--- config.mk ---
export PLATFORM = sky130hd
export DESIGN_NAME = egress_port_buffer
export DESIGN_NICKNAME = d
export VERILOG_FILES = /design/src/logic/egress_bus_pkg.sv /design/src/logic/egress_cfg_pkg.sv /design/src/logic/egress_port_buffer.sv
export SDC_FILE = /design/constraint.sdc
export NUM_CORES = 2
export LEC_CHECK = 0
export ABC_CLOCK_PERIOD_IN_PS = 11400
export BUFFER_PORTS_ARGS = -buffer_cell sky130_fd_sc_hd__buf_2
export CAP_MARGIN = 25
export CELL_PAD_IN_SITES_DETAIL_PLACEMENT = 2
export CELL_PAD_IN_SITES_GLOBAL_PLACEMENT = 2
export CORE_UTILIZATION = 40
export CTS_BUF_LIST = sky130_fd_sc_hd__clkbuf_8
export DETAILED_ROUTE_END_ITERATION = 12
export GPL_TIMING_DRIVEN = 0
export PLACE_DENSITY_LB_ADDON = 0.1
export SETUP_SLACK_MARGIN = 0.2
export SLEW_MARGIN = 20
export SYNTH_ARGS = -nofsm -noshare
export SYNTH_HDL_FRONTEND = slang
export SYNTH_SLANG_ARGS = --single-unit
--- constraint.sdc ---
create_clock -name clk -period 11.4 [get_ports clk]
set_input_delay 2.28 -clock clk [delete_from_list [all_inputs] [get_ports clk]]
set_output_delay 2.28 -clock clk [all_outputs]
set_load 0.01 [all_outputs]
--- src/logic/egress_bus_pkg.sv ---
// Wide egress bus widths and the bus word type
`default_nettype none

package egress_bus_pkg;

    ////////////////////////////////////////////////////////////////////////////
    // Bus geometry

    // Bytes per wide bus word
    localparam int DATA_BYTES = 8;
    localparam int DATA_W     = DATA_BYTES * 8;

    // One byte enable per byte lane
    localparam int KEEP_W = DATA_BYTES;

    ////////////////////////////////////////////////////////////////////////////
    // Bus word

    // Whole beat for storage and steering, byte lanes for the narrow ports.
    // Lane 0 sits in the low bits and goes out first.
    typedef union packed {
        logic [DATA_W-1:0]          word;
        logic [DATA_BYTES-1:0][7:0] bytes;
    } egr_word_u;

endpackage

`default_nettype wire

--- src/logic/egress_cfg_pkg.sv ---
// Egress port counts, port number map, buffer sizing and MTU
`default_nettype none

package egress_cfg_pkg;

    ////////////////////////////////////////////////////////////////////////////
    // Port groups

    localparam int NUM_8B_PORTS  = 2;
    localparam int NUM_16B_PORTS = 2;
    localparam int NUM_PORTS     = NUM_8B_PORTS + NUM_16B_PORTS;

    // Destination port number width
    localparam int PORT_SEL_W = $clog2(NUM_PORTS);

    // Port numbers run 8-bit group first, then 16-bit group
    localparam int INDEX_8B_START  = 0;
    localparam int INDEX_16B_START = INDEX_8B_START + NUM_8B_PORTS;

    ////////////////////////////////////////////////////////////////////////////
    // Buffering

    // Per-port buffer depth in bus words
    localparam int BUF_DEPTH = 32;
    // Fill count must reach BUF_DEPTH itself
    localparam int BUF_CNT_W = $clog2(BUF_DEPTH + 1);

    // Largest packet, in bytes and in bus words (needs the bus package first)
    localparam int MTU_BYTES = 64;
    localparam int MTU_WORDS = MTU_BYTES / egress_bus_pkg::DATA_BYTES;

endpackage

`default_nettype wire

--- src/logic/egress_port_buffer.sv ---
// Per-port show-ahead FIFO of bus words with keep, last and fill level
`default_nettype none

module egress_port_buffer (
    input  wire logic                              clk,
    input  wire logic                              rst_n,
    input  wire logic                              wr,
    input  wire egress_bus_pkg::egr_word_u         wr_data,
    input  wire logic [egress_bus_pkg::KEEP_W-1:0] wr_keep,
    input  wire logic                              wr_last,
    input  wire logic                              rd_pop,
    output logic                                   rd_valid,
    output egress_bus_pkg::egr_word_u              rd_data,
    output logic [egress_bus_pkg::KEEP_W-1:0]      rd_keep,
    output logic                                   rd_last,
    output logic [egress_cfg_pkg::BUF_CNT_W-1:0]   count
);

    localparam int PTR_W = $clog2(egress_cfg_pkg::BUF_DEPTH);

    egress_bus_pkg::egr_word_u         data_mem [egress_cfg_pkg::BUF_DEPTH];
    logic [egress_bus_pkg::KEEP_W-1:0] keep_mem [egress_cfg_pkg::BUF_DEPTH];
    logic                              last_mem [egress_cfg_pkg::BUF_DEPTH];

    logic [PTR_W-1:0] wr_ptr;
    logic [PTR_W-1:0] rd_ptr;

    // Storage
    always_ff @(posedge clk) begin
        if (wr) begin
            data_mem[wr_ptr] <= wr_data;
            keep_mem[wr_ptr] <= wr_keep;
            last_mem[wr_ptr] <= wr_last;
        end
    end

    // Pointers and occupancy
    always_ff @(posedge clk or negedge rst_n) begin
        if (!rst_n) begin
            wr_ptr <= '0;
            rd_ptr <= '0;
            count  <= '0;
        end else begin
            if (wr) begin
                wr_ptr <= wr_ptr + 1'b1;
            end
            if (rd_pop) begin
                rd_ptr <= rd_ptr + 1'b1;
            end
            case ({wr, rd_pop})
                2'b10:   count <= count + 1'b1;
                2'b01:   count <= count - 1'b1;
                default: count <= count;
            endcase
        end
    end

    // Head word shows ahead of the pop
    assign rd_valid = count != '0;
    assign rd_data  = data_mem[rd_ptr];
    assign rd_keep  = keep_mem[rd_ptr];
    assign rd_last  = last_mem[rd_ptr];

    a_no_overrun: assert property (@(posedge clk) disable iff (!rst_n)
        wr |-> count != egress_cfg_pkg::BUF_CNT_W'(egress_cfg_pkg::BUF_DEPTH))
        else $error("write into full port buffer");

    a_no_underrun: assert property (@(posedge clk) disable iff (!rst_n)
        rd_pop |-> count != '0)
        else $error("pop from empty port buffer");

endmodule

`default_nettype wire

Yosys cells after proc, flatten, opt, wreduce, memory -nomap -nowiden --
Memory sizes are Yosys's and may differ from the RTL's. Index checks and enable logic that the tools add are counted.
Cells by class: multiply operators 0, magnitude comparators 0, muxes and demuxes 3, equality and inequality tests 2, bitwise logic cells 0, shift-type cells 0, $add $sub $neg 4, divide/modulo/power cells 0, reduce and logical (&&, ||, !) cells 2
Operators with widths (count):
- 6-bit one-hot mux with 2 select lines | 1
- 5-bit by 1-bit adder with 5-bit output, second input constant | 2
- 6-bit by 1-bit adder with 6-bit output, second input constant | 1
- 6-bit nonzero test | 1
- 6-bit by 1-bit subtractor with 6-bit output, second input constant | 1
- 2-bit by 1-bit equality test with 1-bit output, second input constant | 1
- 2-bit equality test, second input constant | 1
- 1-bit 2-to-1 mux | 2
- 2-bit nonzero test | 1
Storage, ports and cells: bits in writable memories 2336, register bits 16, bits in latches 0, input port bits 77, memories 3, word-level logic and storage cells 17, memory bits (read-only) 0, output and inout port bits 80
Memories:
- data_mem | depth 32, width 64, read ports 1, clocked after memory_dff 0, write ports 1, RTL line egress_port_buffer.sv:21 | egress_bus_pkg::egr_word_u data_mem [egress_cfg_pkg::BUF_DEPTH];
- keep_mem | depth 32, width 8, read ports 1, clocked after memory_dff 0, write ports 1, RTL line egress_port_buffer.sv:22 | logic [egress_bus_pkg::KEEP_W-1:0] keep_mem [egress_cfg_pkg::BUF_DEPTH];
- last_mem | depth 32, width 1, read ports 1, clocked after memory_dff 0, write ports 1, RTL line egress_port_buffer.sv:23 | logic last_mem [egress_cfg_pkg::BUF_DEPTH];

Logic depth before layout (Yosys ltp) --
word-level depth 2, depth in mapped cells 11

Worst setup path after synthesis --
Ideal clock, no wire load.
kind input to register, start point input wr, end point memory data_mem[31][0] (netlist bit) (enable), arrival 5.913 ns, setup slack 4.982 ns, library setup time 0.505 ns, data required time 10.895 ns, buffers on the path 2, cell stages on the path 4, cell sequence clkbuf_1 -> nand2_1 -> clkbuf_1 -> nor2_1
Between the ends: longest elaborated chain between the ends 2
Ends and longest elaborated chain:
- start, declared | RTL line egress_port_buffer.sv:7 | input wire logic wr,
- 1-bit 2-to-1 mux | RTL line egress_port_buffer.sv:30 | if (wr) begin
- 1-bit 2-to-1 mux (implied by the code) | RTL line egress_port_buffer.sv:31 | data_mem[wr_ptr] <= wr_data;
- end, declared | RTL line egress_port_buffer.sv:21
No other way between the ends.

==> reports/summary.txt <==
STA
---------------------------------------------------------------------------------
Least setup slack across all paths after layout                           3.92 ns
Min Clock Period, post-route                                              7.48 ns
Hold Vio Cnt, Final                                                             0
Maximum clock frequency                                                 0.134 GHz
Unrepaired setup endpoints after global routing                             false
Final setup violating endpoints                                                 0
Post-route fraction of the period consumed by the critical path             0.656
Final setup TNS                                                              0 ns
Relative slew margins                                                       0.169
Setup Skew                                                              0.0553 ns
Pins Over Slew Limit                                                            0
Slew @ Worst Pin                                                          1.21 ns

DRT
---------------------------------------------------------------------------------
Sum of routed wire length over all layers                                  287 mm
Vias after detailed routing                                                 46.2k
Routed vias/inst                                                             5.74
Final routed wire length divided by cell count                            35.6 um
Drt initial violations                                                       4156
# DRC                                                                           0
Iteration count of the initial detailed-routing pass                            6
Antenna violation net count after detailed routing                              0

SYNTHESIS
---------------------------------------------------------------------------------
Avg Cell Area, Syn                                                      22.3 um^2
EDFF count, synth                                                            2336
Syn nets                                                                     4113
Most used flip-flop cell after synthesis                             sky130_fd_sc_hd__edfxtp_1
Fraction of synthesis flops using an asynchronous set or reset pin        0.00680
Count of distinct cell types in the synthesized netlist                        45
Synthesized instance count                                                   4028
Warnings from Yosys                                                             0
Post-synthesis register bit count                                            2352
Part of the Yosys area used for sequential elements                         0.785
Post-Syn Area                                                          89900 um^2

CRITICAL PATH
---------------------------------------------------------------------------------
Cell at the slowest stage of the critical path                       sky130_fd_sc_hd__a2111oi_0
Buf+Inv Stages, Crit Path                                                       4
Most numerous cell on the critical path                              sky130_fd_sc_hd__buf_2
Top fanout value on the critical path                                          10
Delay of the slowest cell on the worst path                               0.86 ns
Crit Path Class                                                      register to output pin
Worst Setup End Kind                                                   output pin
Reg-to-Reg End                                                          rd_ptr[4]
Type of element launching the critical path                              register
Beginning of the worst register-to-register path                        rd_ptr[4]
Critical path, cell by cell                                          buf_2, and2_1, nand2_1, buf_2, clkbuf_1, o22ai_1, a2111oi_0, nor2_1, buf_2
Cell type group with the largest total delay on the critical path    buffers and inverters
R2R Setup Slk                                                             8.18 ns
Arrival time reported for the critical path endpoint                      5.20 ns
CP Data Required Time                                                     9.12 ns
Depth of the most critical reg-to-reg path                                      5

CELLS AND AREA
---------------------------------------------------------------------------------
Ratio of cells with drive above 1 in the final layout                       0.290
Utilization after layout                                                    0.474
Final net count                                                              4872
Multi-input logic area                                                 18300 um^2
Register Area                                                          70500 um^2
Area added between synthesis and finish                                     17.6%
Leading cell type in the layout, fill and taps excluded              sky130_fd_sc_hd__edfxtp_1
Number of non-filler instances in the completed layout                       8062
Commonest non-fill, non-tap cells in the layout                      sky130_fd_sc_hd__edfxtp_1, sky130_fd_sc_hd__mux4_2, sky130_fd_sc_hd__clkbuf_8
Fillers                                                                     19.6k
Post-route cell area                                                  106000 um^2

PLACE
---------------------------------------------------------------------------------
Number of cells after detailed placement                                     7342
IO Port Bufs                                                                  155
Last weighted congestion value of the routability-driven placer             0.732
Cell area after placement                                              98600 um^2
HPWL after detailed placement                                              197 mm
Post-Place Setup Slack                                                    5.02 ns

CLOCK TREE
---------------------------------------------------------------------------------
Cell at the root of the clock tree                                   sky130_fd_sc_hd__clkbuf_8
Total number of H-tree levels                                                   5
Number of CTS-inserted buffers                                                416
Number of sinks on the clock net                                             2352
Post-CTS sizing                                                                 0
CTS tree                                                                      yes
Number of setup buffers added after CTS                                         0
Clock slew at reported path FFs                                           0.06 ns
Insertion delay of the later-clocked pin in the worst-skew pair           1.08 ns
Hold buffers post-CTS                                                           0
Clk buf depth                                                                   4

PWR
---------------------------------------------------------------------------------
Reported leakage power                                                  0.0345 uW
Logic pwr share                                                             0.340
Psw                                                                       9100 uW
Total power divided by cell area                                      245 nW/um^2
Sequential power share                                                      0.394
Clock network fraction of total power                                       0.266
Switching share of total power                                              0.352
IR drop worst, VDD                                                       0.162 mV
Internal power summed over all cells                                     16800 uW

OUTCOME
---------------------------------------------------------------------------------
Status                                                               finished clean

MIN PATH
---------------------------------------------------------------------------------
Hold depth                                                                      1
Hold Path End                                                            count[5]
HP Class                                                             register to register
Hold Startpoint                                                          count[5]

GRT
---------------------------------------------------------------------------------
Number of global-route vias before repair                                   50.5k
Pin count of the biggest net entering global routing                           33
First-pass GRT wire length                                                 400 mm
Overall track demand over capacity in global routing                        0.255
Initial antenna violation count                                                17
Total congestion overflow after global routing                                  0

FLOORPLAN
---------------------------------------------------------------------------------
Die footprint                                                         227000 um^2
Initial core utilization                                                    0.403
I/O pin cnt                                                                   157
Number of core rows                                                           173
Core area                                                             223000 um^2
Width of the chip                                                          476 um
Die outline height                                                         476 um

RUN
---------------------------------------------------------------------------------
Max-cap violations                                                              0

[worst max path at each step]
stage                          from              end  slack [ns]  cells after the start
after floorplan                  wr  data_mem[31][0]        4.98                      4
after global placement           wr  data_mem[18][2]       -0.96                      3
after detailed placement  rd_ptr[1]      rd_data[46]        5.02                      9
after CTS                 rd_ptr[1]      rd_data[46]        3.77                      9
after global routing      rd_ptr[1]      rd_data[46]        3.87                      9
final                     rd_ptr[1]      rd_data[46]        3.92                      9
[power by group through the flow]
stage	registers [uW]	logic [uW]	clock network, uW
after floorplan	10400	4870	0
after global placement	10500	8370	0
after detailed placement	10400	8910	0
after CTS	10200	8940	7050
after global routing	10200	9230	7400
final	10200	8790	6890
[worst register-to-register path, delay by kind of cell (launching register included)]
kind / cells / cell delay [ns]
xor gates and xnor gates: 1 / 0.19
DFF: 1 / 0.51
buffers and inverters: 4 / 2.37
[registers in the layout, summed over array words and instances (netlist names)]
register  flops
count         6
data_mem   2048
keep_mem    256
last_mem     32
rd_ptr        5
wr_ptr        5
[metal layers]
| metal | up-vias | global-route usage | wire, um |
|---|---|---|---|
| met5 | - | 0 | 40 |
| met4 | 6 | 0.0755 | 7640 |
| met3 | 460 | 0.0428 | 15000 |
| met2 | 1510 | 0.431 | 144000 |
| met1 | 25600 | 0.339 | 120000 |
| li1 | 18700 | - | - |
[per-stage QoR]
step / total power (uW) / hold slack (ns)
floorplan: 15200 / 0.509
global placement: 18900 / 0.469
detailed placement: 19300 / 0.483
CTS: 26200 / 0.493
global route: 26800 / 0.533
finish: 25900 / 0.488
[synth_stat cells, types with 3 or more instances]
master	number	share of area
sky130_fd_sc_hd__a2111oi_0	33	0.0032
sky130_fd_sc_hd__a211oi_1	60	0.0050
sky130_fd_sc_hd__a21oi_1	41	0.0023
sky130_fd_sc_hd__a221oi_1	33	0.0032
sky130_fd_sc_hd__a22oi_1	18	0.0015
sky130_fd_sc_hd__a2bb2oi_1	18	0.0018
sky130_fd_sc_hd__buf_1	18	0.00075
sky130_fd_sc_hd__buf_2	67	0.0037
sky130_fd_sc_hd__buf_4	27	0.0023
sky130_fd_sc_hd__buf_6	30	0.0038
sky130_fd_sc_hd__clkbuf_1	87	0.0036
sky130_fd_sc_hd__dfrtp_1	16	0.0045
sky130_fd_sc_hd__edfxtp_1	2336	0.78
sky130_fd_sc_hd__ha_1	8	0.0011
sky130_fd_sc_hd__inv_1	4	0.00017
sky130_fd_sc_hd__mux2_2	22	0.0028
sky130_fd_sc_hd__mux2i_1	380	0.042
sky130_fd_sc_hd__mux4_2	456	0.11
sky130_fd_sc_hd__nand2_1	31	0.0013
sky130_fd_sc_hd__nand3_1	3	0.00017
sky130_fd_sc_hd__nand3b_1	5	0.00042
sky130_fd_sc_hd__nor2_1	149	0.0062
sky130_fd_sc_hd__nor2b_1	8	0.00056
sky130_fd_sc_hd__o21ai_0	8	0.00045
sky130_fd_sc_hd__o221ai_1	57	0.0056
sky130_fd_sc_hd__o22ai_1	73	0.0051
sky130_fd_sc_hd__or3_1	3	0.00021
sky130_fd_sc_hd__xnor2_1	7	0.00068
sky130_fd_sc_hd__xor2_1	7	0.00068
[cell families after synthesis]
kind of cell,synth area share
flip-flops,0.785
multiplexers,0.159
AO/OA/AOI/OAI,0.0286
buffers and inverters,0.0144
AND/OR/NAND/NOR,0.0102
XOR/XNOR,0.00136
adder cells (fa/ha/maj),0.00111
[final cells by class]
type	instances	area share
repair buffers	341	0.0453
clock buffers	422	0.0550
inverters	4	0.000142
flip-flops and latches	2352	0.668
plain buffers	230	0.0123
clock inverters	288	0.0112
well taps	2975	0.0352
diodes	8	0.000189
multi-input cells	1442	0.173
No activity file was read; power rests on OpenSTA's default activity.
