**src/logic/egress_bus_pkg.sv**
```systemverilog
// Wide egress bus widths and the bus word type
`default_nettype none

package egress_bus_pkg;

    ////////////////////////////////////////////////////////////////////////////
    // Bus geometry

    // Bytes per wide bus word
    localparam int DATA_BYTES = 8;
    localparam int DATA_W     = DATA_BYTES * 8;

    // One byte enable per byte lane
    localparam int KEEP_W = DATA_BYTES;

    ////////////////////////////////////////////////////////////////////////////
    // Bus word

    // Whole beat for storage and steering, byte lanes for the narrow ports.
    // Lane 0 sits in the low bits and goes out first.
    typedef union packed {
        logic [DATA_W-1:0]          word;
        logic [DATA_BYTES-1:0][7:0] bytes;
    } egr_word_u;

endpackage

`default_nettype wire

```
**src/logic/egress_width_adapt.sv**
```systemverilog
// Egress output side: splits one bus word into narrow port beats,
// low byte lanes first, with keep and last on the final beat
`default_nettype none

module egress_width_adapt #(
    parameter int OUT_BYTES = 1
) (
    input  wire logic                              clk,
    input  wire logic                              rst_n,
    input  wire logic                              rd_valid,
    input  wire egress_bus_pkg::egr_word_u         rd_data,
    input  wire logic [egress_bus_pkg::KEEP_W-1:0] rd_keep,
    input  wire logic                              rd_last,
    input  wire logic                              port_ready,
    output logic                                   rd_pop,
    output logic                                   port_valid,
    output logic [8*OUT_BYTES-1:0]                 port_data,
    output logic [OUT_BYTES-1:0]                   port_keep,
    output logic                                   port_last
);

    localparam int OUT_W      = 8 * OUT_BYTES;
    localparam int BYTE_CNT_W = $clog2(egress_bus_pkg::DATA_BYTES + 1);

    egress_bus_pkg::egr_word_u sh_word;
    logic [BYTE_CNT_W-1:0]     bytes_left;
    logic                      word_last;
    logic                      final_beat;
    logic                      slot_free;
    logic                      load;
    logic                      shift;

    ////////////////////////////////////////////////////////////////////////////
    // Beat control

    always_comb begin
        final_beat = bytes_left <= BYTE_CNT_W'(OUT_BYTES);
        // Free when idle or when the last beat of this word is leaving
        slot_free  = !port_valid || (port_ready && final_beat);
        load       = slot_free && rd_valid;
        shift      = port_valid && port_ready && !final_beat;
    end

    assign rd_pop = load;

    always_ff @(posedge clk or negedge rst_n) begin
        if (!rst_n) begin
            port_valid <= 1'b0;
            bytes_left <= '0;
        end else if (slot_free) begin
            port_valid <= rd_valid;
            if (rd_valid) begin
                bytes_left <= BYTE_CNT_W'($countones(rd_keep));
            end
        end else if (shift) begin
            bytes_left <= bytes_left - BYTE_CNT_W'(OUT_BYTES);
        end
    end

    // Shift register moves the next lanes down to lane 0
    always_ff @(posedge clk) begin
        if (load) begin
            sh_word   <= rd_data;
            word_last <= rd_last;
        end else if (shift) begin
            sh_word.word <= sh_word.word >> OUT_W;
        end
    end

    ////////////////////////////////////////////////////////////////////////////
    // Port beat

    always_comb begin
        for (int i = 0; i < OUT_BYTES; i++) begin
            port_data[8*i +: 8] = sh_word.bytes[i];
            // All ones except on a short final beat
            port_keep[i]        = bytes_left > BYTE_CNT_W'(i);
        end
        port_last = word_last && final_beat;
    end

    a_hold_stable: assert property (@(posedge clk) disable iff (!rst_n)
        port_valid && !port_ready |=> port_valid && $stable(port_data))
        else $error("port beat changed while stalled");

endmodule

`default_nettype wire

```
**config.mk**
```make
export PLATFORM = sky130hd
export DESIGN_NAME = egress_width_adapt
export DESIGN_NICKNAME = d
export VERILOG_FILES = /design/src/logic/egress_bus_pkg.sv /design/src/logic/egress_width_adapt.sv
export SDC_FILE = /design/constraint.sdc
export NUM_CORES = 1
export LEC_CHECK = 0
export BUFFER_PORTS_ARGS = -buffer_cell sky130_fd_sc_hd__buf_2
export CAP_MARGIN = 15
export CORE_ASPECT_RATIO = 2
export CORE_MARGIN = 3
export CORE_UTILIZATION = 48
export CTS_CLUSTER_SIZE = 20
export DETAILED_ROUTE_END_ITERATION = 6
export GPL_ROUTABILITY_DRIVEN = 0
export PLACE_DENSITY = 0.76
export SETUP_SLACK_MARGIN = 0.02
export SKIP_CTS_REPAIR_TIMING = 1
export SLEW_MARGIN = 15
export SYNTH_ARGS = -nofsm -noshare
export SYNTH_HDL_FRONTEND = slang
export SYNTH_SLANG_ARGS = --single-unit
export TNS_END_PERCENT = 1
```
**constraint.sdc**
```tcl
create_clock -name clk -period 4.6 [get_ports clk]
set_input_delay 1.15 -clock clk [delete_from_list [all_inputs] [get_ports clk]]
set_output_delay 1.15 -clock clk [all_outputs]
set_load 0.02 [all_outputs]
```
* After elaboration in Yosys (flattened, before gate mapping)
Cells that the tools add are included.
** Storage, ports and cells
- Bits in registers :: 70
- Input port bits :: 77
- Output and inout bits :: 12
- Word-level logic and storage cells :: 31
** Operators by class
- $add $sub $neg :: 8
- Magnitude comparators :: 2
- Equality and inequality tests :: 1
- Multiplexer cells :: 5
- Reductions and logical operators :: 11
** Operators with widths (number)
- $mux W64 :: 2
- $mux W4 :: 3
- $add A1 B1 Y2 :: 4
- $add A2 B2 Y3 :: 2
- $logic_and A1 B1 Y1 :: 5
- $add A3 B3 Y4 :: 1
- $gt A4 B1 Y1 const B :: 1
- $le A4 B1 Y1 const B :: 1
- $reduce_bool A2 Y1 :: 2
- $sub A4 B1 Y4 const B :: 1
- $logic_not A1 Y1 :: 2
- $ne A2 B2 Y1 const B :: 1
- $reduce_and A2 Y1 :: 1
- $logic_or A1 B1 Y1 :: 1

* Longest topological paths before layout
Gate-level depths: netlist (run 1).
- Word-level depth :: 5
- Mapped depth :: 11
- Mapped depth without buffers :: 11

* Worst setup path after synthesis (run 1)
No wires, ideal clock.
- Path kind :: input to register
- Start :: in rd_valid
- End :: reg sh_word[0] (netlist bit) (enable)
- Library setup time :: 486 ps
- Arrival :: 4123 ps
- Required time :: 4114 ps
- Path slack :: -9 ps
- Cell stages on the path :: 3
- Path buffers :: 1
- Cell sequence :: clkbuf_1 -> a21oi_1 -> nor2_1
** On the way
- Longest elaborated chain between the ends :: 2
** Ends and longest elaborated chain
- start: declaration :: RTL line egress_width_adapt.sv:10 : input wire logic rd_valid,
- $logic_and A1 B1 Y1 :: RTL line egress_width_adapt.sv:40 : load = slot_free && rd_valid;
- $reduce_bool A2 Y1 (no source line)
- end signal: assignment :: RTL line egress_width_adapt.sv:63 : sh_word <= rd_data;
- end: declaration :: RTL line egress_width_adapt.sv:25 : egress_bus_pkg::egr_word_u sh_word;
No other way between the ends.
A chain may end at the register's enable or synchronous reset.

* Final worst setup path (run 1)
- Start :: in rd_keep[0] (netlist bit)
- End :: reg bytes_left[2]
** On the way
- Longest elaborated chain between the ends :: 5
** Ends and longest elaborated chain
- start: declaration :: RTL line egress_width_adapt.sv:12 : input wire logic [egress_bus_pkg::KEEP_W-1:0] rd_keep,
- $add A1 B1 Y2 (implied by the code) :: RTL line egress_width_adapt.sv:53 : bytes_left <= BYTE_CNT_W'($countones(rd_keep));
- $add A2 B2 Y3 (implied by the code) :: RTL line egress_width_adapt.sv:53
- $add A3 B3 Y4 (implied by the code) :: RTL line egress_width_adapt.sv:53
- $mux W4 :: RTL line egress_width_adapt.sv:52 : if (rd_valid) begin
- $mux W4 :: RTL line egress_width_adapt.sv:50 : end else if (slot_free) begin
- end signal: assignment :: RTL line egress_width_adapt.sv:53
- end signal: assignment :: RTL line egress_width_adapt.sv:56 : bytes_left <= bytes_left - BYTE_CNT_W'(OUT_BYTES);
- end: declaration :: RTL line egress_width_adapt.sv:26 : logic [BYTE_CNT_W-1:0] bytes_left;
No other way between the ends. The select of a mux whose other input is x is not followed.

==> results.yml, run 1 <==
global_routing:
  grt_pass1_wl_um: 9200
  grt_util_all_layers_pct: 14.7
  grt-ovfl-total: 0
  grt_pass1_vias: 2136
  grt_max_degree: 57
  antenna_found_initial: 0
power:
  combPwrFrac_pct: 32.3
  p_per_area_mw_per_mm2: 612
  p_clk_share_pct: 23.0
  switching_share_pct: 27.5
  power_frac_seq_pct: 44.6
  peakVddDrop_uv: 376
  p_sw_mw: 0.712
  p_int_mw: 1.88
  leakage_nw: 1.79
placement:
  placedCellCount: 381
  port_buffers: 88
  dpl_cell_area_mm2: 0.00398
  dp_hpwl_um: 4090
clocking:
  cts_sinks: 70
  clk_pin_slew_ns: 0.05
  cts_buffer_depth: 2
  cts-buffers-inserted: 9
  cts_max_level: 3
  insertion_delay_ns: 0.33
  tritoncts: "done"
  clockRootBuffer: "clkbuf_16"
drt:
  first_pass_iters: 4
  ant_nets: 0
  routed_wl_um: 5840
  drc_errors: 0
  detail_route.wl_per_cell_um: 14.8
  drt_iter0_markers: 142
  viasPerCell: 5.08
  via_count: 2012
sta:
  tightest_slew_ns: 0.693
  hold_viol: 0
  fin_crit_sh_pct: 79.6
  fmax_mhz: 273
  finClkSkew_ns: 0.00335
  setup_tns_ns: 0
  max_slew_margin_pct: 53.8
  fin_crit_ns: 3.66
  final_max_slew_viol_count: 0
  setup_viol_count_final: 0
  grt_setup_unrepaired: "false"
finish:
  multiInputGateArea_mm2: 0.00126
  fin_nets: 386
  fin_cells: 396
  final_common_cell: "buf_2"
  fin_area_mm2: 0.00423
  diodes: 0
  n_fill_cell: 604
  mostFrequentLayoutCells: "buf_2, edfxtp_1, mux2_4"
  drive_above_1_share_pct: 54.3
  syn_to_final_growth_pct: 18.2
  regArea_mm2: 0.00208
synth:
  syn-num-nets: 302
  yosys-top-cells-area: "edfxtp_1, mux2_4, mux2_2"
  synth-seq-cells: 70
  netlist_area_mm2: 0.00358
  netlist_instances: 216
  ys_warn_count: 0
  yosysTopAreaCell: "edfxtp_1"
  synth.avg_cell_area_um2: 16.6
  synth_cell_type_count: 39
  synth-seq-area-share_pct: 58.0
  synth_top_area_share_pct: 54.5
floorplanning:
  chipWidth_um: 67.1
  coreArea_mm2: 0.00727
  ios: 89
  start_util_pct: 49.3
  die-height_um: 128
  row_count: 44
  die_area_mm2: 0.00860
critical_path:
  r2r_end: "sh_word[45]"
  reg2reg_from: "bytes_left[0]"
  endpoint: "bytes_left[2]"
  crit_arrival_ns: 3.87
  reg2reg_depth: 7
  startpoint_type: "input pin"
  crit_path_start: "rd_keep[0]"
  crit_path_end_kind: "flip-flop"
  crit_required_ns: 4.81
  worstPathMaxFanout: 2
  r2r_slack_ns: 1.90
  criticalPathCategory: "input pin to flip-flop"
outcome:
  outcome: "finished, final reports clean"
run:
  cap_violations: 0
min_path:
  hp-class: "flip-flop to flip-flop"
[cells in the mapped netlist]
cell type	instances
a21o_4	1
inv_2	1
dfrtp_1	5
o221ai_1	2
buf_8	1
a211oi_1	1
mux2_4	41
xor2_1	1
buf_4	9
mux2i_1	1
clkbuf_1	2
a32o_1	1
a211o_1	2
inv_1	15
o21ai_0	3
o22ai_1	1
edfxtp_1	65
or2_1	1
and4_1	1
xnor2_1	1
nor3_1	2
mux2_2	15
fa_1	4
ha_1	5
a21oi_1	4
or3b_2	1
nor2_1	3
nand3_4	1
o2bb2ai_1	1
nor2b_1	1
and2_1	8
and3_1	1
o21bai_1	1
nor4b_1	1
buf_6	2
a31oi_1	2
buf_12	4
nor2_4	1
nand2_1	4
[critical path: stages]
cell      delay [ns]
buf_2           0.11
fa_1            0.53
inv_1           0.05
fa_1            0.49
fa_1            0.41
inv_1           0.06
ha_1            0.15
inv_1           0.05
fa_1            0.37
xor2_1          0.14
a211oi_1        0.07
a211o_1         0.29
[stage by stage]
| stage | setup WS [ns] | power [mW] | hold slack, ns | util (%) |
|---|---|---|---|---|
| after floorplan | 0.817 | 1.91 | 0.509 | - |
| after global placement | 0.654 | 1.97 | 0.529 | 54.7 |
| after detailed placement | 0.591 | 2.02 | 0.536 | 54.7 |
| after CTS | 0.934 | 2.63 | 0.548 | 58.2 |
| after global routing | 0.789 | 2.73 | 0.560 | 58.2 |
| final | 0.940 | 2.59 | 0.546 | 58.2 |
[cells by family after synthesis]
group,count (synthesis),synth area share (%)
buffers and inverters,34,7.06
AND/OR/NAND/NOR,25,4.47
adder cells (fa/ha/maj),9,3.98
multiplexers,57,22.2
XOR/XNOR,2,0.489
AO/OA/AOI/OAI,19,3.84
flip-flops,70,58.0
[sequential cells by signal, indices dropped and copies added, names as in the netlist]
register,cells
sh_word,64
bytes_left,4
port_valid,1
word_last,1
[metal layers]
metal  global-route usage (%)  share of wire (%)
met1                     14.8                 37
met2                     24.5                 52
met3                     5.88                8.6
met4                     8.85                2.5
met5                        0                  0
[worst min path at each step]
stage | start | slack, ns | depth (start not counted) | to
final | sh_word[23] | 0.55 | 1 | sh_word[15]
after global placement | sh_word[18] | 0.53 | 1 | sh_word[10]
after floorplan | bytes_left[0] | 0.51 | 1 | bytes_left[0]
after global routing | sh_word[36] | 0.56 | 1 | sh_word[28]
after CTS | sh_word[35] | 0.55 | 1 | sh_word[27]
after detailed placement | sh_word[24] | 0.54 | 1 | sh_word[16]
[power by group through the flow]
| stage | clock, mW | combinational, mW | sequential [mW] |
|---|---|---|---|
| after floorplan | 0 | 0.768 | 1.14 |
| after global placement | 0 | 0.814 | 1.16 |
| after detailed placement | 0 | 0.849 | 1.17 |
| after CTS | 0.615 | 0.854 | 1.16 |
| after global routing | 0.633 | 0.914 | 1.19 |
| final | 0.596 | 0.837 | 1.16 |
[layout make-up]
| cell class | count | share of cell area [%] |
|---|---|---|
| flip-flops and latches | 70 | 49.1 |
| multi-input cells | 112 | 29.8 |
| repair buffers | 91 | 10.9 |
| clock buffers | 10 | 5.41 |
| well taps | 92 | 2.72 |
| inverters | 16 | 1.45 |
| clock inverters | 5 | 0.650 |
Power figures use the tool's default switching activity.
==> run 2, diff against run 1 <==
Settings changed: CORE_UTILIZATION 48 to 50.
Clock period 4.6 ns to 3.7 ns, I/O delays scaled along.
==> results.yml, run 2 (synthesis gave the netlist of run 1 again) <==
power:
  power.total_mw: 3.36
  peakVddDrop_uv: 473
  leakage_nw: 1.82
  p_per_area_mw_per_mm2: 783
sta:
  setup_tns_ns: 0
  setup_viol_count_final: 0
  final_max_slew_viol_count: 0
  worst_slack_ns: 0.254
  fmax_mhz: 290
  hold_viol: 0
  max_slew_margin_pct: 46.1
  tightest_slew_ns: 0.809
  fin_hold_ws_ns: 0.414
  grt_setup_unrepaired: "false"
  finClkSkew_ns: 0.00318
  fin_crit_sh_pct: 93.1
  fin_crit_ns: 3.45
floorplanning:
  start_util_pct: 51.6
  ios: 89
  coreArea_mm2: 0.00694
  die-height_um: 126
  chipWidth_um: 65.9
  row_count: 43
  die_area_mm2: 0.00828
placement:
  dp_slack_ns: -0.0986
  dp_hpwl_um: 3930
  dpl_cell_area_mm2: 0.00398
  placedCellCount: 378
  port_buffers: 88
critical_path:
  crit_slowest_cell: "fa_1"
  startpoint_type: "input pin"
  crit_required_ns: 3.91
  cp_top_family: "adder cells"
  crit_path_end_kind: "flip-flop"
  reg2reg_from: "bytes_left[0]"
  path_cells: "buf_2 > fa_1 > inv_1 > fa_1 > fa_1 > inv_1 > ha_1 > inv_1 > fa_1 > xor2_1 > a211oi_1 > a211o_1"
  r2r_slack_ns: 1.14
  worstPathMaxFanout: 2
  slowest_delay_ns: 0.53
  r2r_end: "sh_word[14]"
  crit_cells: 12
  critPathMostFrequentCell: "fa_1"
  criticalPathCategory: "input pin to flip-flop"
  crit_arrival_ns: 3.66
  reg2reg_depth: 7
  cp_num_buf_inv: 4
drt:
  drc_errors: 0
  drt_iter0_markers: 126
  via_count: 1982
  viasPerCell: 5.02
  ant_nets: 0
  first_pass_iters: 4
  detail_route.wl_per_cell_um: 14.7
  routed_wl_um: 5790
clocking:
  insertion_delay_ns: 0.33
  clk_pin_slew_ns: 0.05
  cts_buffer_depth: 2
  cts_max_level: 3
  clockRootBuffer: "clkbuf_16"
  tritoncts: "done"
  cts-buffers-inserted: 9
  cts_sinks: 70
finish:
  fin_nets: 385
  final_common_cell: "buf_2"
  mostFrequentLayoutCells: "buf_2, edfxtp_1, mux2_4"
  fin_util_pct: 61.8
  fin_cells: 395
  n_fill_cell: 581
  fin_area_mm2: 0.00429
  reg.largest.list: "sh_word x64, bytes_left x4"
  largest_reg_flops: 64
  syn_to_final_growth_pct: 19.7
  drive_above_1_share_pct: 53.9
  largest-register: "sh_word"
run:
  cap_violations: 0
global_routing:
  grt_util_all_layers_pct: 15.0
  grt_pass1_wl_um: 9160
  grt_pass1_vias: 2090
  grt_max_degree: 66
  grt-ovfl-total: 0
  antenna_found_initial: 1
min_path:
  hp-class: "input pin to async pin"
outcome:
  outcome: "finished, final reports clean"
-- run 2: worst max-delay path by stage --
| stage | startpoint | endpoint | slack (ns) |
|---|---|---|---|
| after floorplan | rd_keep[0] | bytes_left[2] | 0.14 |
| after global placement | rd_keep[0] | bytes_left[2] | -0.03 |
| after detailed placement | rd_keep[0] | bytes_left[2] | -0.1 |
| after CTS | rd_keep[0] | bytes_left[2] | 0.25 |
| after global routing | rd_keep[0] | bytes_left[2] | 0.10 |
| final | rd_keep[0] | bytes_left[2] | 0.25 |
-- run 2: report_power, final --
| group | internal, mW | leakage (nW) | switching, mW |
|---|---|---|---|
| combinational | 0.571 | 0.971 | 0.469 |
| sequential | 1.33 | 0.698 | 0.115 |
| clock | 0.581 | 0.149 | 0.294 |
| total | 2.48 | 1.82 | 0.878 |
-- run 2: area by class of cell --
type	instances	area [µm²]	share of cell area [%]
Tap cell	90	113	2.63
Sequential cell	70	2080	48.5
Timing Repair Buffer	90	468	10.9
Clock buffer	10	229	5.34
Clock inverter	6	76.3	1.78
Multi-Input combinational cell	112	1260	29.4
Antenna cell	1	2.50	0.0584
Inverter	16	61.3	1.43
-- run 2: layer usage --
layer  share of wire (%)  GRT usage (%)  vias to the layer above
met5                   0              0                        -
met4                 3.6           10.9                        0
met1                  38           15.5                      928
li1                    -              -                      959
met3                 7.5           5.17                       17
met2                  51           24.5                       78
==> run 3, diff against run 2 <==
Settings changed: ABC_AREA set to 1.
==> results.yml, run 3 <==
sta:
  fin_crit_sh_pct: 92.4
  grt_setup_unrepaired: "false"
  hold_viol: 0
  fin_hold_ws_ns: 0.418
  max_slew_margin_pct: 59.8
  final_max_slew_viol_count: 0
  fin_crit_ns: 3.42
  fmax_mhz: 292
  setup_viol_count_final: 0
  tightest_slew_ns: 0.601
  finClkSkew_ns: 0.00592
  setup_tns_ns: 0
  worst_slack_ns: 0.280
critical_path:
  crit_required_ns: 3.91
  criticalPathCategory: "input pin to flip-flop"
  crit_path_end_kind: "flip-flop"
  crit_path_start: "rd_keep[0]"
  slowest_delay_ns: 0.54
  reg2reg_from: "bytes_left[0]"
  cp_num_buf_inv: 5
  worstPathMaxFanout: 2
  path_cells: "buf_2 > fa_1 > inv_1 > fa_1 > fa_1 > inv_1 > ha_1 > inv_1 > fa_1 > inv_1 > nand2_1 > o21ai_0 > nand2_1 > nand2_1"
  startpoint_type: "input pin"
  crit_arrival_ns: 3.63
  cp_top_family: "adder cells"
  crit_slowest_cell: "fa_1"
floorplanning:
  die_area_mm2: 0.00775
  coreArea_mm2: 0.00641
  start_util_pct: 52.0
  row_count: 41
  chipWidth_um: 63.8
  ios: 89
  die-height_um: 122
synth:
  syn-num-nets: 431
  yosysTopAreaCell: "edfxtp_1"
  synth_edf_count: 65
  synth-seq-area-share_pct: 62.2
  synth.avg_cell_area_um2: 9.67
  synth_top_area_share_pct: 58.5
  netlist_instances: 345
  netlist_area_mm2: 0.00334
  yosys-top-cells-area: "edfxtp_1, nand2_1, dfrtp_1"
  ys_warn_count: 0
  yosys.cell_count.top_type: "nand2_1"
  ys_async_sr_fraction_pct: 7.14
  ys_top_cells_by_count: "nand2_1, edfxtp_1, inv_1, nor2_1, buf_4"
  synthFlopType: "edfxtp_1"
  synth_cell_type_count: 21
  synth-seq-cells: 70
drt:
  via_count: 2396
  first_pass_iters: 4
  ant_nets: 0
  drt_iter0_markers: 97
  drc_errors: 0
  routed_wl_um: 6080
  viasPerCell: 4.63
  detail_route.wl_per_cell_um: 11.7
clocking:
  cts_buffer_depth: 2
  tritoncts: "done"
  clockRootBuffer: "clkbuf_16"
  cts_max_level: 3
  insertion_delay_ns: 0.32
  clk_pin_slew_ns: 0.05
  cts-buffers-inserted: 9
  cts_sinks: 70
min_path:
  hp-class: "input pin to async pin"
run:
  cap_violations: 0
power:
  p_per_area_mw_per_mm2: 876
  power.total_mw: 3.56
  leakage_nw: 2.02
  peakVddDrop_uv: 576
finish:
  syn_to_final_growth_pct: 21.8
  diodes: 0
  multiInputGateArea_mm2: 0.00102
  fin_util_pct: 63.4
  fin_area_mm2: 0.00406
  regArea_mm2: 0.00208
  fin_nets: 513
  final_common_cell: "nand2_1"
  mostFrequentLayoutCells: "nand2_1, buf_2, edfxtp_1"
  fin_cells: 518
  largest-register: "sh_word"
  largest_reg_flops: 64
  reg.largest.list: "sh_word x64, bytes_left x4"
  drive_above_1_share_pct: 25.5
  n_fill_cell: 545
placement:
  dp_hpwl_um: 4140
  dp_slack_ns: -0.0387
  placedCellCount: 502
  port_buffers: 88
  dpl_cell_area_mm2: 0.00378
global_routing:
  grt_pass1_wl_um: 10100
  grt_pass1_vias: 2418
  grt_util_all_layers_pct: 17.0
  antenna_found_initial: 0
  grt-ovfl-total: 0
  grt_max_degree: 58
outcome:
  outcome: "finished, final reports clean"
run 3: final cells by class:
type	instances	share of cell area (%)
timing repair buffer	92	11.9
clock inverter	5	1.23
inverter	26	2.40
sequential	70	51.1
multi-input combinational	228	25.0
clock buffer	11	5.73
tap	86	2.65
run 3: where the power goes:
part           total [mW]  internal [mW]  switching [mW]
Sequential           1.60           1.48           0.119
Clock               0.811          0.516           0.295
Combinational        1.15          0.385           0.768
Total                3.56           2.38            1.18
run 3: per-layer routing:
layer | vias up | GRT usage [%] | share of wire [%]
li1 | 1243 | - | -
met1 | 1074 | 18.8 | 39
met2 | 73 | 30.2 | 54
met3 | 6 | 4.61 | 5.7
met4 | 0 | 7.17 | 1.2
met5 | - | 0 | 0
run 3: final timing paths:
| check | slack (ns) | endpoint | depth (start not counted) |
|---|---|---|---|
| max | 0.28 | bytes_left[1] | 14 |
| min | 0.42 | bytes_left[2] | 1 |
| max reg2reg | 1.19 | sh_word[1] | 9 |
| min reg2reg | 0.52 | sh_word[17] | 2 |
| max in group asynchronous | 3.14 | bytes_left[1] | 1 |
| min in group clk | 0.52 | sh_word[17] | 2 |
run 3: cells by family after synthesis:
| family | count (synthesis) | synth area share [%] |
|---|---|---|
| XOR/XNOR | 2 | 0.525 |
| adder cells (fa/ha/maj) | 9 | 4.27 |
| buffers and inverters | 47 | 7.31 |
| flip-flops | 70 | 62.2 |
| AND/OR/NAND/NOR | 215 | 25.3 |
| AO/OA/AOI/OAI | 2 | 0.300 |
