## config.mk

```make
export PLATFORM = sky130hd
export DESIGN_NAME = egress_steer
export DESIGN_NICKNAME = d
export VERILOG_FILES = /design/src/logic/egress_bus_pkg.sv /design/src/logic/egress_cfg_pkg.sv /design/src/logic/egress_steer.sv
export SDC_FILE = /design/constraint.sdc
export NUM_CORES = 1
export LEC_CHECK = 0
export BUFFER_PORTS_ARGS = -buffer_cell sky130_fd_sc_hd__buf_4
export CAP_MARGIN = 20
export CORE_MARGIN = 2
export CORE_UTILIZATION = 43
export DETAILED_ROUTE_END_ITERATION = 8
export PLACE_DENSITY = 0.8
export SLEW_MARGIN = 20
export SYNTH_ARGS = -nofsm -noshare
export SYNTH_HDL_FRONTEND = slang
export SYNTH_SLANG_ARGS = --single-unit
export TNS_END_PERCENT = 50
```

## constraint.sdc

```tcl
create_clock -name clk -period 3 [get_ports clk]
set_clock_uncertainty 0.1 [all_clocks]
set_input_delay 0.6 -clock clk [delete_from_list [all_inputs] [get_ports clk]]
set_output_delay 0.6 -clock clk [all_outputs]
set_load 0.01 [all_outputs]
```

## src/logic/egress_bus_pkg.sv

```systemverilog
// Wide egress bus widths and the bus word type
`default_nettype none

package egress_bus_pkg;

    ////////////////////////////////////////////////////////////////////////////
    // Bus geometry

    // Bytes per wide bus word
    localparam int DATA_BYTES = 8;
    localparam int DATA_W     = DATA_BYTES * 8;

    // One byte enable per byte lane
    localparam int KEEP_W = DATA_BYTES;

    ////////////////////////////////////////////////////////////////////////////
    // Bus word

    // Whole beat for storage and steering, byte lanes for the narrow ports.
    // Lane 0 sits in the low bits and goes out first.
    typedef union packed {
        logic [DATA_W-1:0]          word;
        logic [DATA_BYTES-1:0][7:0] bytes;
    } egr_word_u;

endpackage

`default_nettype wire

```

## src/logic/egress_cfg_pkg.sv

```systemverilog
// Egress port counts, port number map, buffer sizing and MTU
`default_nettype none

package egress_cfg_pkg;

    ////////////////////////////////////////////////////////////////////////////
    // Port groups

    localparam int NUM_8B_PORTS  = 2;
    localparam int NUM_16B_PORTS = 2;
    localparam int NUM_PORTS     = NUM_8B_PORTS + NUM_16B_PORTS;

    // Destination port number width
    localparam int PORT_SEL_W = $clog2(NUM_PORTS);

    // Port numbers run 8-bit group first, then 16-bit group
    localparam int INDEX_8B_START  = 0;
    localparam int INDEX_16B_START = INDEX_8B_START + NUM_8B_PORTS;

    ////////////////////////////////////////////////////////////////////////////
    // Buffering

    // Per-port buffer depth in bus words
    localparam int BUF_DEPTH = 32;
    // Fill count must reach BUF_DEPTH itself
    localparam int BUF_CNT_W = $clog2(BUF_DEPTH + 1);

    // Largest packet, in bytes and in bus words (needs the bus package first)
    localparam int MTU_BYTES = 64;
    localparam int MTU_WORDS = MTU_BYTES / egress_bus_pkg::DATA_BYTES;

endpackage

`default_nettype wire

```

## src/logic/egress_steer.sv

```systemverilog
// Egress input side: destination decode, per-packet drop decision,
// registered writes into the port buffers
`default_nettype none

module egress_steer (
    input  wire logic                              clk,
    input  wire logic                              rst_n,
    input  wire logic                              egr_valid,
    input  wire egress_bus_pkg::egr_word_u         egr_data,
    input  wire logic [egress_bus_pkg::KEEP_W-1:0] egr_keep,
    input  wire logic                              egr_last,
    input  wire logic [egress_cfg_pkg::PORT_SEL_W-1:0] egr_port,
    input  wire logic [egress_cfg_pkg::NUM_PORTS-1:0][egress_cfg_pkg::BUF_CNT_W-1:0] buf_count,
    output logic [egress_cfg_pkg::NUM_PORTS-1:0]   buf_wr,
    output egress_bus_pkg::egr_word_u              wr_data,
    output logic [egress_bus_pkg::KEEP_W-1:0]      wr_keep,
    output logic                                   wr_last,
    output logic [egress_cfg_pkg::NUM_PORTS-1:0]   buf_overflow
);

    localparam int BEAT_CNT_W = $clog2(egress_cfg_pkg::MTU_WORDS + 1);

    logic                                  in_pkt;
    logic                                  first_beat;
    logic [egress_cfg_pkg::PORT_SEL_W-1:0] dst_q;
    logic [egress_cfg_pkg::PORT_SEL_W-1:0] cur_port;
    logic                                  accept_q;
    logic                                  accept_now;
    logic                                  cur_accept;
    logic [egress_cfg_pkg::BUF_CNT_W-1:0]  dst_occ;
    logic [BEAT_CNT_W-1:0]                 beat_cnt;

    ////////////////////////////////////////////////////////////////////////////
    // Drop decision

    always_comb begin
        first_beat = egr_valid && !in_pkt;
        // A write still in flight to that buffer is not in its count yet
        dst_occ    = buf_count[egr_port]
                   + egress_cfg_pkg::BUF_CNT_W'(buf_wr[egr_port]);
        accept_now = dst_occ <= egress_cfg_pkg::BUF_CNT_W'(
                         egress_cfg_pkg::BUF_DEPTH - egress_cfg_pkg::MTU_WORDS);
        // Later beats follow what the first beat decided
        cur_port   = first_beat ? egr_port : dst_q;
        cur_accept = first_beat ? accept_now : accept_q;
    end

    always_ff @(posedge clk or negedge rst_n) begin
        if (!rst_n) begin
            in_pkt       <= 1'b0;
            dst_q        <= '0;
            accept_q     <= 1'b0;
            beat_cnt     <= '0;
            buf_wr       <= '0;
            buf_overflow <= '0;
        end else begin
            buf_wr       <= '0;
            buf_overflow <= '0;
            if (egr_valid) begin
                in_pkt   <= !egr_last;
                beat_cnt <= egr_last ? '0 : beat_cnt + 1'b1;
                if (cur_accept) begin
                    buf_wr[cur_port] <= 1'b1;
                end
            end
            if (first_beat) begin
                dst_q                  <= egr_port;
                accept_q               <= accept_now;
                buf_overflow[egr_port] <= !accept_now;
            end
        end
    end

    // Shared write payload
    always_ff @(posedge clk) begin
        if (egr_valid) begin
            wr_data <= egr_data;
            wr_keep <= egr_keep;
            wr_last <= egr_last;
        end
    end

    ////////////////////////////////////////////////////////////////////////////
    // Input bus rules

    a_keep_contig: assert property (@(posedge clk) disable iff (!rst_n)
        egr_valid |-> (egr_keep != '0) && ((egr_keep & (egr_keep + 1'b1)) == '0))
        else $error("egr_keep not contiguous from byte 0");

    a_keep_partial_last: assert property (@(posedge clk) disable iff (!rst_n)
        egr_valid && !egr_last |-> &egr_keep)
        else $error("partial egr_keep before last beat");

    a_pkt_len: assert property (@(posedge clk) disable iff (!rst_n)
        egr_valid |-> beat_cnt < BEAT_CNT_W'(egress_cfg_pkg::MTU_WORDS))
        else $error("packet longer than MTU");

endmodule

`default_nettype wire

```

## After elaboration in Yosys (flattened, before gate mapping)

Cells that the tools add are included.

- $add $sub $neg: 1
- Multiplexer cells: 13
- Reductions and logical operators: 6
- Bitwise gates (word level): 1
- Magnitude comparators: 5

Operator list:

| cell | count |
|---|---|
| binary-select mux 6 bit (select 2 bit) | 1 |
| two-way mux 4 bit | 3 |
| adder 6 x 1 -> 6 bit | 1 |
| <= comparator 6 x 5 -> 1 bit, second input constant | 1 |
| < comparator 2 x 3 -> 1 bit, second input constant | 2 |
| two-way mux 6 bit | 1 |
| bitwise AND 4 bit | 1 |
| demux 1 bit (select 2 bit) | 2 |
| >= comparator 2 x 1 -> 1 bit, second input constant | 2 |
| two-way mux 1 bit | 4 |
| logical AND 1 bit | 3 |
| zero test 1 bit | 3 |
| binary-select mux 1 bit (select 2 bit) | 1 |
| two-way mux 2 bit | 1 |

- Output and inout bits: 81
- Word-level logic and storage cells: 34
- Register bits after elaboration: 85
- Bits of input ports: 102

## Longest topological paths before layout

Gate-level depths: netlist of the first run.

- Depth after elaboration: 9
- Depth in mapped cells: 11
- Gate-level depth less buffers: 8

## Least setup slack after synthesis of the first run

No wires, ideal clock.

- Path type: input to register
- Start: in egr_port[0] (netlist bit)
- End: reg buf_wr[1] (netlist bit)
- Setup time: 121 ps
- Setup slack: -143 ps
- Arrival: 2922 ps
- Stages: 10
- Cell sequence: buf_6 -> clkbuf_8 -> mux4_2 -> ha_1 -> ha_1 -> nor2_1 -> o2111a_1 -> or4_4 -> buf_6 -> and4b_1

- Longest elaborated chain between the ends: 7

Ends and longest elaborated chain:

| element | RTL line | source |
|---|---|---|
| start: declaration | egress_steer.sv:12 | `input wire logic [egress_cfg_pkg::PORT_SEL_W-1:0] egr_port,` |
| binary-select mux 6 bit (select 2 bit) (tied with other cells) | egress_steer.sv:39 | `dst_occ = buf_count[egr_port]` |
| two-way mux 6 bit (not written as such) (tied with other cells) | egress_steer.sv:39 |  |
| adder 6 x 1 -> 6 bit or logical AND 1 bit (tied branches) | egress_steer.sv:40, egress_steer.sv:63 |  |
| <= comparator 6 x 5 -> 1 bit or two-way mux 1 bit (tied branches) | egress_steer.sv:41, egress_steer.sv:63 |  |
| two-way mux 1 bit or demux 1 bit (select 2 bit) (tied branches) | - |  |
| two-way mux 4 bit * | egress_steer.sv:62 | `if (cur_accept) begin` |
| two-way mux 4 bit * | egress_steer.sv:59 | `if (egr_valid) begin` |
| end signal: assignment | egress_steer.sv:54 | `buf_wr <= '0;` |
| end signal: assignment | egress_steer.sv:57 | `buf_wr <= '0;` |
| end signal: indexed assignment | egress_steer.sv:63 | `buf_wr[cur_port] <= 1'b1;` |
| end: declaration | egress_steer.sv:14 | `output logic [egress_cfg_pkg::NUM_PORTS-1:0] buf_wr,` |

Every way passes the cells marked *; elsewhere a longest branch is shown, timed or not. The select of a mux whose other input is x is not followed.
A chain may end at the register's enable or synchronous reset.

## Final worst setup path of the first run

Same ends and word-level chain as after synthesis.

==> results of run 1 <==
[how the worst max path moves through the flow]
| stage | slack (ns) | startpoint | cells after the start | endpoint |
|---|---|---|---|---|
| final | 0.39 | egr_port[0] | 8 | buf_wr[1] |
| after global routing | 0.34 | egr_port[0] | 8 | buf_wr[1] |
| after CTS | 0.40 | egr_port[0] | 8 | buf_wr[1] |
| after detailed placement | 0.04 | egr_port[0] | 8 | buf_wr[1] |
| after global placement | 0.07 | egr_port[0] | 8 | buf_wr[1] |
| after floorplan | 0.004 | egr_port[0] | 10 | buf_wr[1] |
[layout by cell type, fill, tap and decap left out, types with 2 or more instances in the layout]
cell type / count
buf_4: 184
edfxtp_1: 73
dfrtp_1: 12
clkbuf_8: 9
nand2_1: 6
mux4_1: 4
nor2_1: 4
mux4_2: 3
inv_1: 3
and4b_1: 3
mux2i_1: 3
clkinv_2: 3
mux2_2: 2
a21oi_1: 2
nor3b_2: 2
a21boi_0: 2
ha_4: 2
clkbuf_1: 2
[where the power goes]
part | switching, W | total [W] | internal [W] | leakage (nW)
Sequential | 0.0000316 | 0.00142 | 0.00139 | 0.870
Combinational | 0.000169 | 0.000397 | 0.000228 | 1.09
Clock | 0.000368 | 0.000749 | 0.000381 | 0.0931
Total | 0.000568 | 0.00257 | 0.00200 | 2.06
[worst max-delay path, delay by kind of cell]
kind,cells,cell delay (ns)
AND/OR/NAND/NOR,3,0.74
adder cells (fa/ha/maj),2,0.45
multiplexers,1,0.55
buffers and inverters,1,0.16
AO/OA/AOI/OAI,1,0.23
[cell type report]
class | instances | area [sq um] | share of cell area (%)
Timing Repair Buffer | 185 | 1391 | 29.74
Tap cell | 96 | 120.1 | 2.568
Multi-Input combinational cell | 44 | 479.2 | 10.24
Clock inverter | 5 | 52.55 | 1.123
Clock buffer | 11 | 131.4 | 2.808
Inverter | 3 | 11.26 | 0.2407
Sequential cell | 85 | 2492 | 53.28
[flip-flops by register name (all words and copies together), names as in the netlist]
register / cells
wr_data: 64
wr_keep: 8
buf_overflow: 4
buf_wr: 4
dst_q: 2
accept_q: 1
in_pkt: 1
wr_last: 1
[through the flow]
| step | worst slack [ns] | std cells | util, % | power [W] |
|---|---|---|---|---|
| final | 0.3877 | 429 | 68.86 | 0.002568 |
| after global routing | 0.3386 | 429 | 68.86 | 0.002671 |
| after CTS | 0.3957 | 429 | 68.86 | 0.002594 |
| after detailed placement | 0.04332 | 412 | 66.00 | 0.001848 |
| after global placement | 0.06585 | 412 | 66.00 | 0.001831 |
| after floorplan | 0.003635 | 136 | - | 0.001574 |
[cell families (layout without fill, tap and decap cells)]
family	after synthesis	count (layout)
and+or+nand+nor	22	22
buffers and inverters	7	204
DFF	85	85
adders and majority gates	2	2
xor gates and xnor gates	1	1
muxes	12	12
AOI/OAI and AO/OA	7	7
[layer usage]
metal  track usage (%)  share of wire [%]  routed length [um]
met2             34.02                 55                4200
met5                 0                  0                   0
met1             19.44                 33                2565
met4             7.413                1.7                 132
met3             8.765                 10                 792
[repair_timing]
action,4_1_cts,5_1_grt
buffers inserted,0,0
setup endpoints to repair,0,0
hold endpoints to repair,12,0
resized for setup,0,0
hold buffers,1,0
==> impl_metrics.yaml, run 1 <==
placement:
  routabilityCongestion: 0.7854
  dpl_cell_area_sq_um: 4484
  io_buffers: 182
  post-dp-hpwl_um: 6047
setup_path:
  worstSetupStartpointType: "primary input"
  worst-r2r-setup-slack_ns: 0.45
  path_class: "in2reg"
  path_cells: "buf_4 -> mux4_2 -> ha_4 -> ha_4 -> nor2_1 -> o2111a_1 -> or4_4 -> and4b_1"
  cp_slowest_cell: "mux4_2"
  r2r-start: "buf_wr[2]"
  slowest_delay_ns: 0.55
  critical_path.max_fanout: 9
  arrival_ns: 2.73
  end_kind: "flop"
  cp.required_ns: 3.12
  r2r_cells: 7
  r2r-end: "buf_wr[1]"
  critical_path.most_common_cell: "ha_4"
floorplan:
  die_x_um: 87.64
  core_sq_um: 6794
  rows: 30
  initial_core_util_pct: 44.27
  io-pin-count: 183
  die_area_sq_um: 7680
  die_h_um: 87.64
route:
  firstDrtPassIters: 6
  wl_um: 7691
  via_per_inst: 4.655
  antenna_left: 0
  wl_per_cell_um: 17.93
  dr.first_iter.drc_count: 55
  vias: 1997
  drc: 0
synth:
  netlist_area_sq_um: 3008
  yosys.area_share.simple_pct: 4.825
  yosysUniqueCellTypes: 27
  synth_top_family_by_area: "multiplexers"
  synth_most_common_cell: "edfxtp_1"
  yosysWarnings: 0
  synthTopCellsByCount: "edfxtp_1 (73), dfrtp_1 (12), nand2_1 (6)"
  synth-edff-count: 73
  synth_fp_nets: 240
  ys_ff_latch: 85
  syn_avg_cell_area_sq_um: 22.12
  async_flop_share_pct: 14.12
  synth.area.top_cells: "edfxtp_1 (73%), dfrtp_1 (10%), mux4_1 (3.5%)"
  synth_mux_area_share_pct: 7.488
  yosysSeqAreaShare_pct: 82.86
  synthCells: 136
  synth_fa_ha_area_share_pct: 0.8319
  synthFlopType: "edfxtp_1"
  synth.top_cell.area_share_pct: 72.88
  synth_xor_area_share_pct: 0.2912
  synth_compound_area_share_pct: 1.664
  yosysTopAreaCell: "edfxtp_1"
timing:
  hold_violations: 0
  hold_slack_ns: 0.3317
  finalCriticalPeriod_ns: 2.612
  slew_headroom_pct: 53.59
  tightest_slew_ns: 0.6962
  setup_violations: 0
  rsz0062_at_grt: "no"
  slew_viol_final: 0
  finalCritPeriodShare_pct: 87.08
  fmax_mhz: 382.8
  tns_ns: 0
cts:
  worst_skew_pair.late_latency_ns: 0.34
  cts_buffers: 9
  clock-root-buffer: "clkbuf_8"
  clock_sinks: 85
  clock_path_buffers: 2
  tritoncts: "built"
  cts_max_level: 3
  path_clk_slew_ns: 0.08
hold_path:
  hold_path_class: "in2reg"
  hp-start: "egr_data[8]"
  whs_path_depth: 1
  min_to: "wr_data[8]"
cells_and_area:
  syn_to_final_growth_pct: 55.53
  nNetsFinal: 432
  drive_above_1_share_pct: 62.76
  finish.instance_area_sq_um: 4678
  fillers: 449
  antennaDiodeCount: 0
power_and_ir_drop:
  peakVddDrop_mv: 0.2047
  pwr_density_cell_nw_per_um2: 548.9
  power.leakage_nw: 2.057
run_status:
  status: "complete, no violations"
global_route:
  grt_pass1_vias: 1898
  antenna_found_initial: 0
  grt_pass1_wl_um: 10330
  grt_usage_pct: 19.09
  grt_start_max_net_pins: 58
  grt_overflow: 0
job:
  timing.max_cap.violations: 0
(Power assumes the default switching activity.)
==> run 2, diff against run 1 <==
CORE_UTILIZATION = 46   (was 43)
PLACE_DENSITY = 0.85   (was 0.8)
clock period = 3.2 ns   (was 3 ns; I/O delays follow)
==> impl_metrics.yaml, run 2 (same netlist as run 1, synthesis figures left out) <==
cts:
  post_cts_buffers: 0
  path_clk_slew_ns: 0.08
  cts_max_level: 3
  tritoncts: "built"
  cts_buffers: 9
  worst_skew_pair.late_latency_ns: 0.34
  postCtsHoldBufs: 0
  clock_path_buffers: 2
  clock_sinks: 85
  ctsResizeCount: 0
  clock-root-buffer: "clkbuf_8"
timing:
  rsz0062_at_grt: "no"
  slew_viol_final: 0
  finalCritPeriodShare_pct: 88.10
  slew_headroom_pct: 45.66
  hold_violations: 0
  fmax_mhz: 354.7
  setup_violations: 0
  tightest_slew_ns: 0.8152
  tns_ns: 0
  finalCriticalPeriod_ns: 2.819
hold_path:
  hold_path_class: "in2async"
route:
  wl_per_cell_um: 20.51
  drc: 0
  antenna_left: 0
  dr.first_iter.drc_count: 94
  vias: 2030
  wl_um: 8387
  via_per_inst: 4.963
  firstDrtPassIters: 4
placement:
  routabilityCongestion: 0.8181
  dp_cells: 393
  dpl_cell_area_sq_um: 4436
  post-dp-hpwl_um: 6407
  io_buffers: 182
global_route:
  grt_pass1_vias: 2126
  met3_usage_pct: 10.80
  grt.busiest_layer: "met2"
  grt_start_max_net_pins: 68
  grt_usage_pct: 22.94
  met1_usage_pct: 20.80
  grt_overflow: 0
  grt_pass1_wl_um: 11790
  use_met2_pct: 44.02
  antenna_found_initial: 0
cells_and_area:
  reg.largest.list: "wr_data x64, wr_keep x8"
  largest_reg_flops: 64
  final_common_cell: "buf_4"
  drive_above_1_share_pct: 62.65
  nNetsFinal: 431
  top_register: "wr_data"
  most-common-layout-cells: "buf_4 (184), edfxtp_1 (73), dfrtp_1 (12)"
  finish.instance_area_sq_um: 4633
  final_cells: 409
  syn_to_final_growth_pct: 54.03
  antennaDiodeCount: 0
setup_path:
  end_kind: "flop"
  cp.required_ns: 3.33
  path_class: "in2reg"
  worstSetupStartpointType: "primary input"
  critical_path.max_fanout: 9
  arrival_ns: 2.95
power_and_ir_drop:
  p_sw_share_pct: 23.09
  power.leakage_nw: 2.051
  pwr-share-seq_pct: 54.7
  pwr_density_cell_nw_per_um2: 526.3
  peakVddDrop_mv: 0.4314
  clkPwrFrac_pct: 30.1
  internal_power_w: 0.001876
  combPwrFrac_pct: 15.2
  p_sw_w: 0.0005631
  finalPower_w: 0.002439
job:
  timing.max_cap.violations: 0
floorplan:
  initial_core_util_pct: 47.37
  io-pin-count: 183
  die_x_um: 84.87
  die_h_um: 84.87
  rows: 29
  die_area_sq_um: 7202
  core_sq_um: 6350
run_status:
  status: "complete, no violations"
[run 2: changes by cell type in the layout (fill, tap and decap cells not counted), moves of 2 or more]
cell        change
ha_1            +2
ha_4            -2
clkinvlp_4      +2
clkinv_2        -3
clkbuf_1        -2
[run 2: final timing paths]
check | startpoint | to | slack, ns | cells past startpoint
worst min-delay path | rst_n | dst_q[1] | 0.02 | 1
worst max register to register | buf_wr[3] | buf_wr[1] | 0.47 | 7
worst min register to register | accept_q | accept_q | 0.42 | 2
max in group asynchronous | rst_n | buf_overflow[1] | 2.82 | 1
worst max-delay path | egr_port[0] | buf_wr[1] | 0.38 | 8
min in group clk | egr_data[23] | wr_data[23] | 0.36 | 1
[run 2: power groups by stage]
stage           logic, W  clock network, W  registers (W)
2_1_floorplan  0.0000717                 0        0.00140
3_3_place_gp    0.000358                 0        0.00135
3_5_place_dp    0.000372                 0        0.00136
4_1_cts         0.000375          0.000753        0.00133
5_1_grt         0.000394          0.000792        0.00134
6_report        0.000372          0.000733        0.00133
[run 2: per-layer routing]
metal	up-vias	part of all wire (%)	wire length, um
met2	113	57	4812
met3	12	11	886
met4	0	1.9	156
met5	-	0	0
li1	923	-	-
met1	982	30	2532
[run 2: per-stage QoR]
stage                     util, %  hold slack [ns]  worst slack [ns]
after floorplan                 -           0.2444           0.01739
after global placement      69.85           0.3814           0.08938
after detailed placement    69.85           0.3866           0.02612
after CTS                   72.97         0.008467            0.3875
after global routing        72.97         0.009918            0.3112
final                       72.97          0.02395            0.3807
[run 2: critical path, stage by stage]
cell and delay [ns]:
buf_4 0.16, mux4_2 0.51, ha_1 0.25, ha_1 0.29
nor2_1 0.04, o2111a_1 0.24, or4_4 0.58, and4b_1 0.23
[run 2: area by class of cell]
cell class	count	area, sq um
clock buffer	9	123.9
clock inverter	7	73.82
fill	367	1717
inverter	3	11.26
multi-input combinational	44	454.2
sequential	85	2492
tap	77	96.34
timing repair buffer	184	1381
==> run 3, diff against run 2 <==
CORE_ASPECT_RATIO = 1.5   (was not set)
==> impl_metrics.yaml, run 3 (same netlist as run 1, synthesis figures left out) <==
run_status:
  status: "complete, no violations"
floorplan:
  rows: 36
  io-pin-count: 183
  initial_core_util_pct: 47.03
  die_area_sq_um: 7215
  core_sq_um: 6396
  die_h_um: 103.0
  die_x_um: 70.03
timing:
  setup_ws_ns: 0.3702
  rsz0062_at_grt: "no"
  finalCritPeriodShare_pct: 88.43
  slew_headroom_pct: 64.44
  tns_ns: 0
  setup_violations: 0
  hold_violations: 0
  finalCriticalPeriod_ns: 2.830
  slew_viol_final: 0
  fmax_mhz: 353.4
  tightest_slew_ns: 0.5335
global_route:
  grt_pass1_wl_um: 11870
  grt_overflow: 0
  grt_pass1_vias: 2134
  antenna_found_initial: 0
  grt_start_max_net_pins: 44
  grt_usage_pct: 23.05
setup_path:
  path_class: "in2reg"
  critical_path.max_fanout: 9
  startpoint: "egr_port[0]"
  cp.required_ns: 3.35
  r2r_cells: 8
  r2r-start: "buf_wr[2]"
  worst-r2r-setup-slack_ns: 0.46
  arrival_ns: 2.98
  r2r-end: "buf_wr[1]"
  critPathCapture: "buf_wr[1]"
  end_kind: "flop"
  worstSetupStartpointType: "primary input"
route:
  dr.max_layer_used: "met4"
  vias: 2097
  wl_per_cell_um: 20.46
  wl_met3_um: 1022
  wl_met1_um: 2727
  antenna_left: 0
  wl_um: 8389
  drc: 0
  firstDrtPassIters: 4
  via_per_inst: 5.115
  wl_met2_um: 4465
  dr.first_iter.drc_count: 171
power_and_ir_drop:
  power.leakage_nw: 2.079
  pwr_density_cell_nw_per_um2: 524.7
  peakVddDrop_mv: 0.2394
  finalPower_w: 0.002442
cells_and_area:
  final_cells: 410
  reg.largest.list: "wr_data x64, wr_keep x8"
  finish.instance_area_sq_um: 4654
  antennaDiodeCount: 0
  syn_to_final_growth_pct: 54.74
  drive_above_1_share_pct: 62.87
  nNetsFinal: 433
  final_common_cell: "buf_4"
  top_register: "wr_data"
  most-common-layout-cells: "buf_4 (185), edfxtp_1 (73), dfrtp_1 (12)"
  largest_reg_flops: 64
cts:
  cts_max_level: 3
  clock_path_buffers: 2
  cts_buffers: 9
  post_cts_buffers: 0
  tritoncts: "built"
  worst_skew_pair.late_latency_ns: 0.35
  ctsResizeCount: 0
  clock-root-buffer: "clkbuf_8"
  path_clk_slew_ns: 0.08
  clock_sinks: 85
  postCtsHoldBufs: 1
hold_path:
  hp-start: "egr_data[19]"
  hold_path_class: "in2reg"
placement:
  dpl_cell_area_sq_um: 4442
  io_buffers: 182
  pre_cts_slack_ns: 0.01415
  post-dp-hpwl_um: 6573
  dp_cells: 393
  routabilityCongestion: 0.8069
job:
  timing.max_cap.violations: 0
-- run 3: cell types whose count changed in the layout (fill, tap and decap cells not counted) --
| cell | previous run | this run |
|---|---|---|
| buf_4 | 184 | 185 |
| bufinv_16 | 1 | 0 |
| clkbuf_16 | 0 | 1 |
| clkbuf_8 | 9 | 11 |
| clkinv_1 | 1 | 0 |
| clkinv_2 | 0 | 1 |
| clkinvlp_4 | 3 | 0 |
| dlygate4sd3_1 | 0 | 1 |
| inv_4 | 0 | 2 |
| inv_6 | 1 | 0 |
-- run 3: worst min path at each step --
stage / endpoint / cells after the start / slack (ns)
final: wr_data[19] / 1 / 0.36
after floorplan: accept_q / 0 / 0.24
after detailed placement: in_pkt / 1 / 0.39
after global routing: wr_data[43] / 1 / 0.34
after global placement: in_pkt / 1 / 0.38
after CTS: wr_data[51] / 1 / 0.34
-- run 3: metrics by stage --
step	hold WS, ns	util (%)
after floorplan	0.2444	-
after global placement	0.3828	69.44
after detailed placement	0.3860	69.44
after CTS	0.3362	72.77
after global routing	0.3424	72.77
final	0.3619	72.77
-- run 3: worst max-delay path, stage by stage --
cell and delay, ns:
buf_4 0.16, mux4_2 0.51, ha_1 0.24, ha_1 0.22, xor2_1 0.15, nand2_1 0.09, o2111a_1 0.15, or4_4 0.58
and4b_1 0.23
-- run 3: area by class of cell --
cell class                 instances  area [sq um]
clock buffer                      12         176.4
clock inverter                     4         26.28
fill                             414          1742
inverter                           3         11.26
multi-input combinational         44         454.2
sequential                        85          2492
tap                               76         95.09
timing repair buffer             186          1399
-- run 3: power by group --
part	switching, W	leakage (nW)	internal, W
clock	0.000362	0.108	0.000373
combinational	0.000161	1.10	0.000212
sequential	0.0000317	0.870	0.00130
total	0.000554	2.08	0.00189
-- run 3: per-layer routing --
layer  vias to the layer above  GRT usage, %
met2                       138         40.15
met4                         0         8.136
met5                         -             0
met1                      1016         24.01
li1                        926             -
met3                        17         11.93
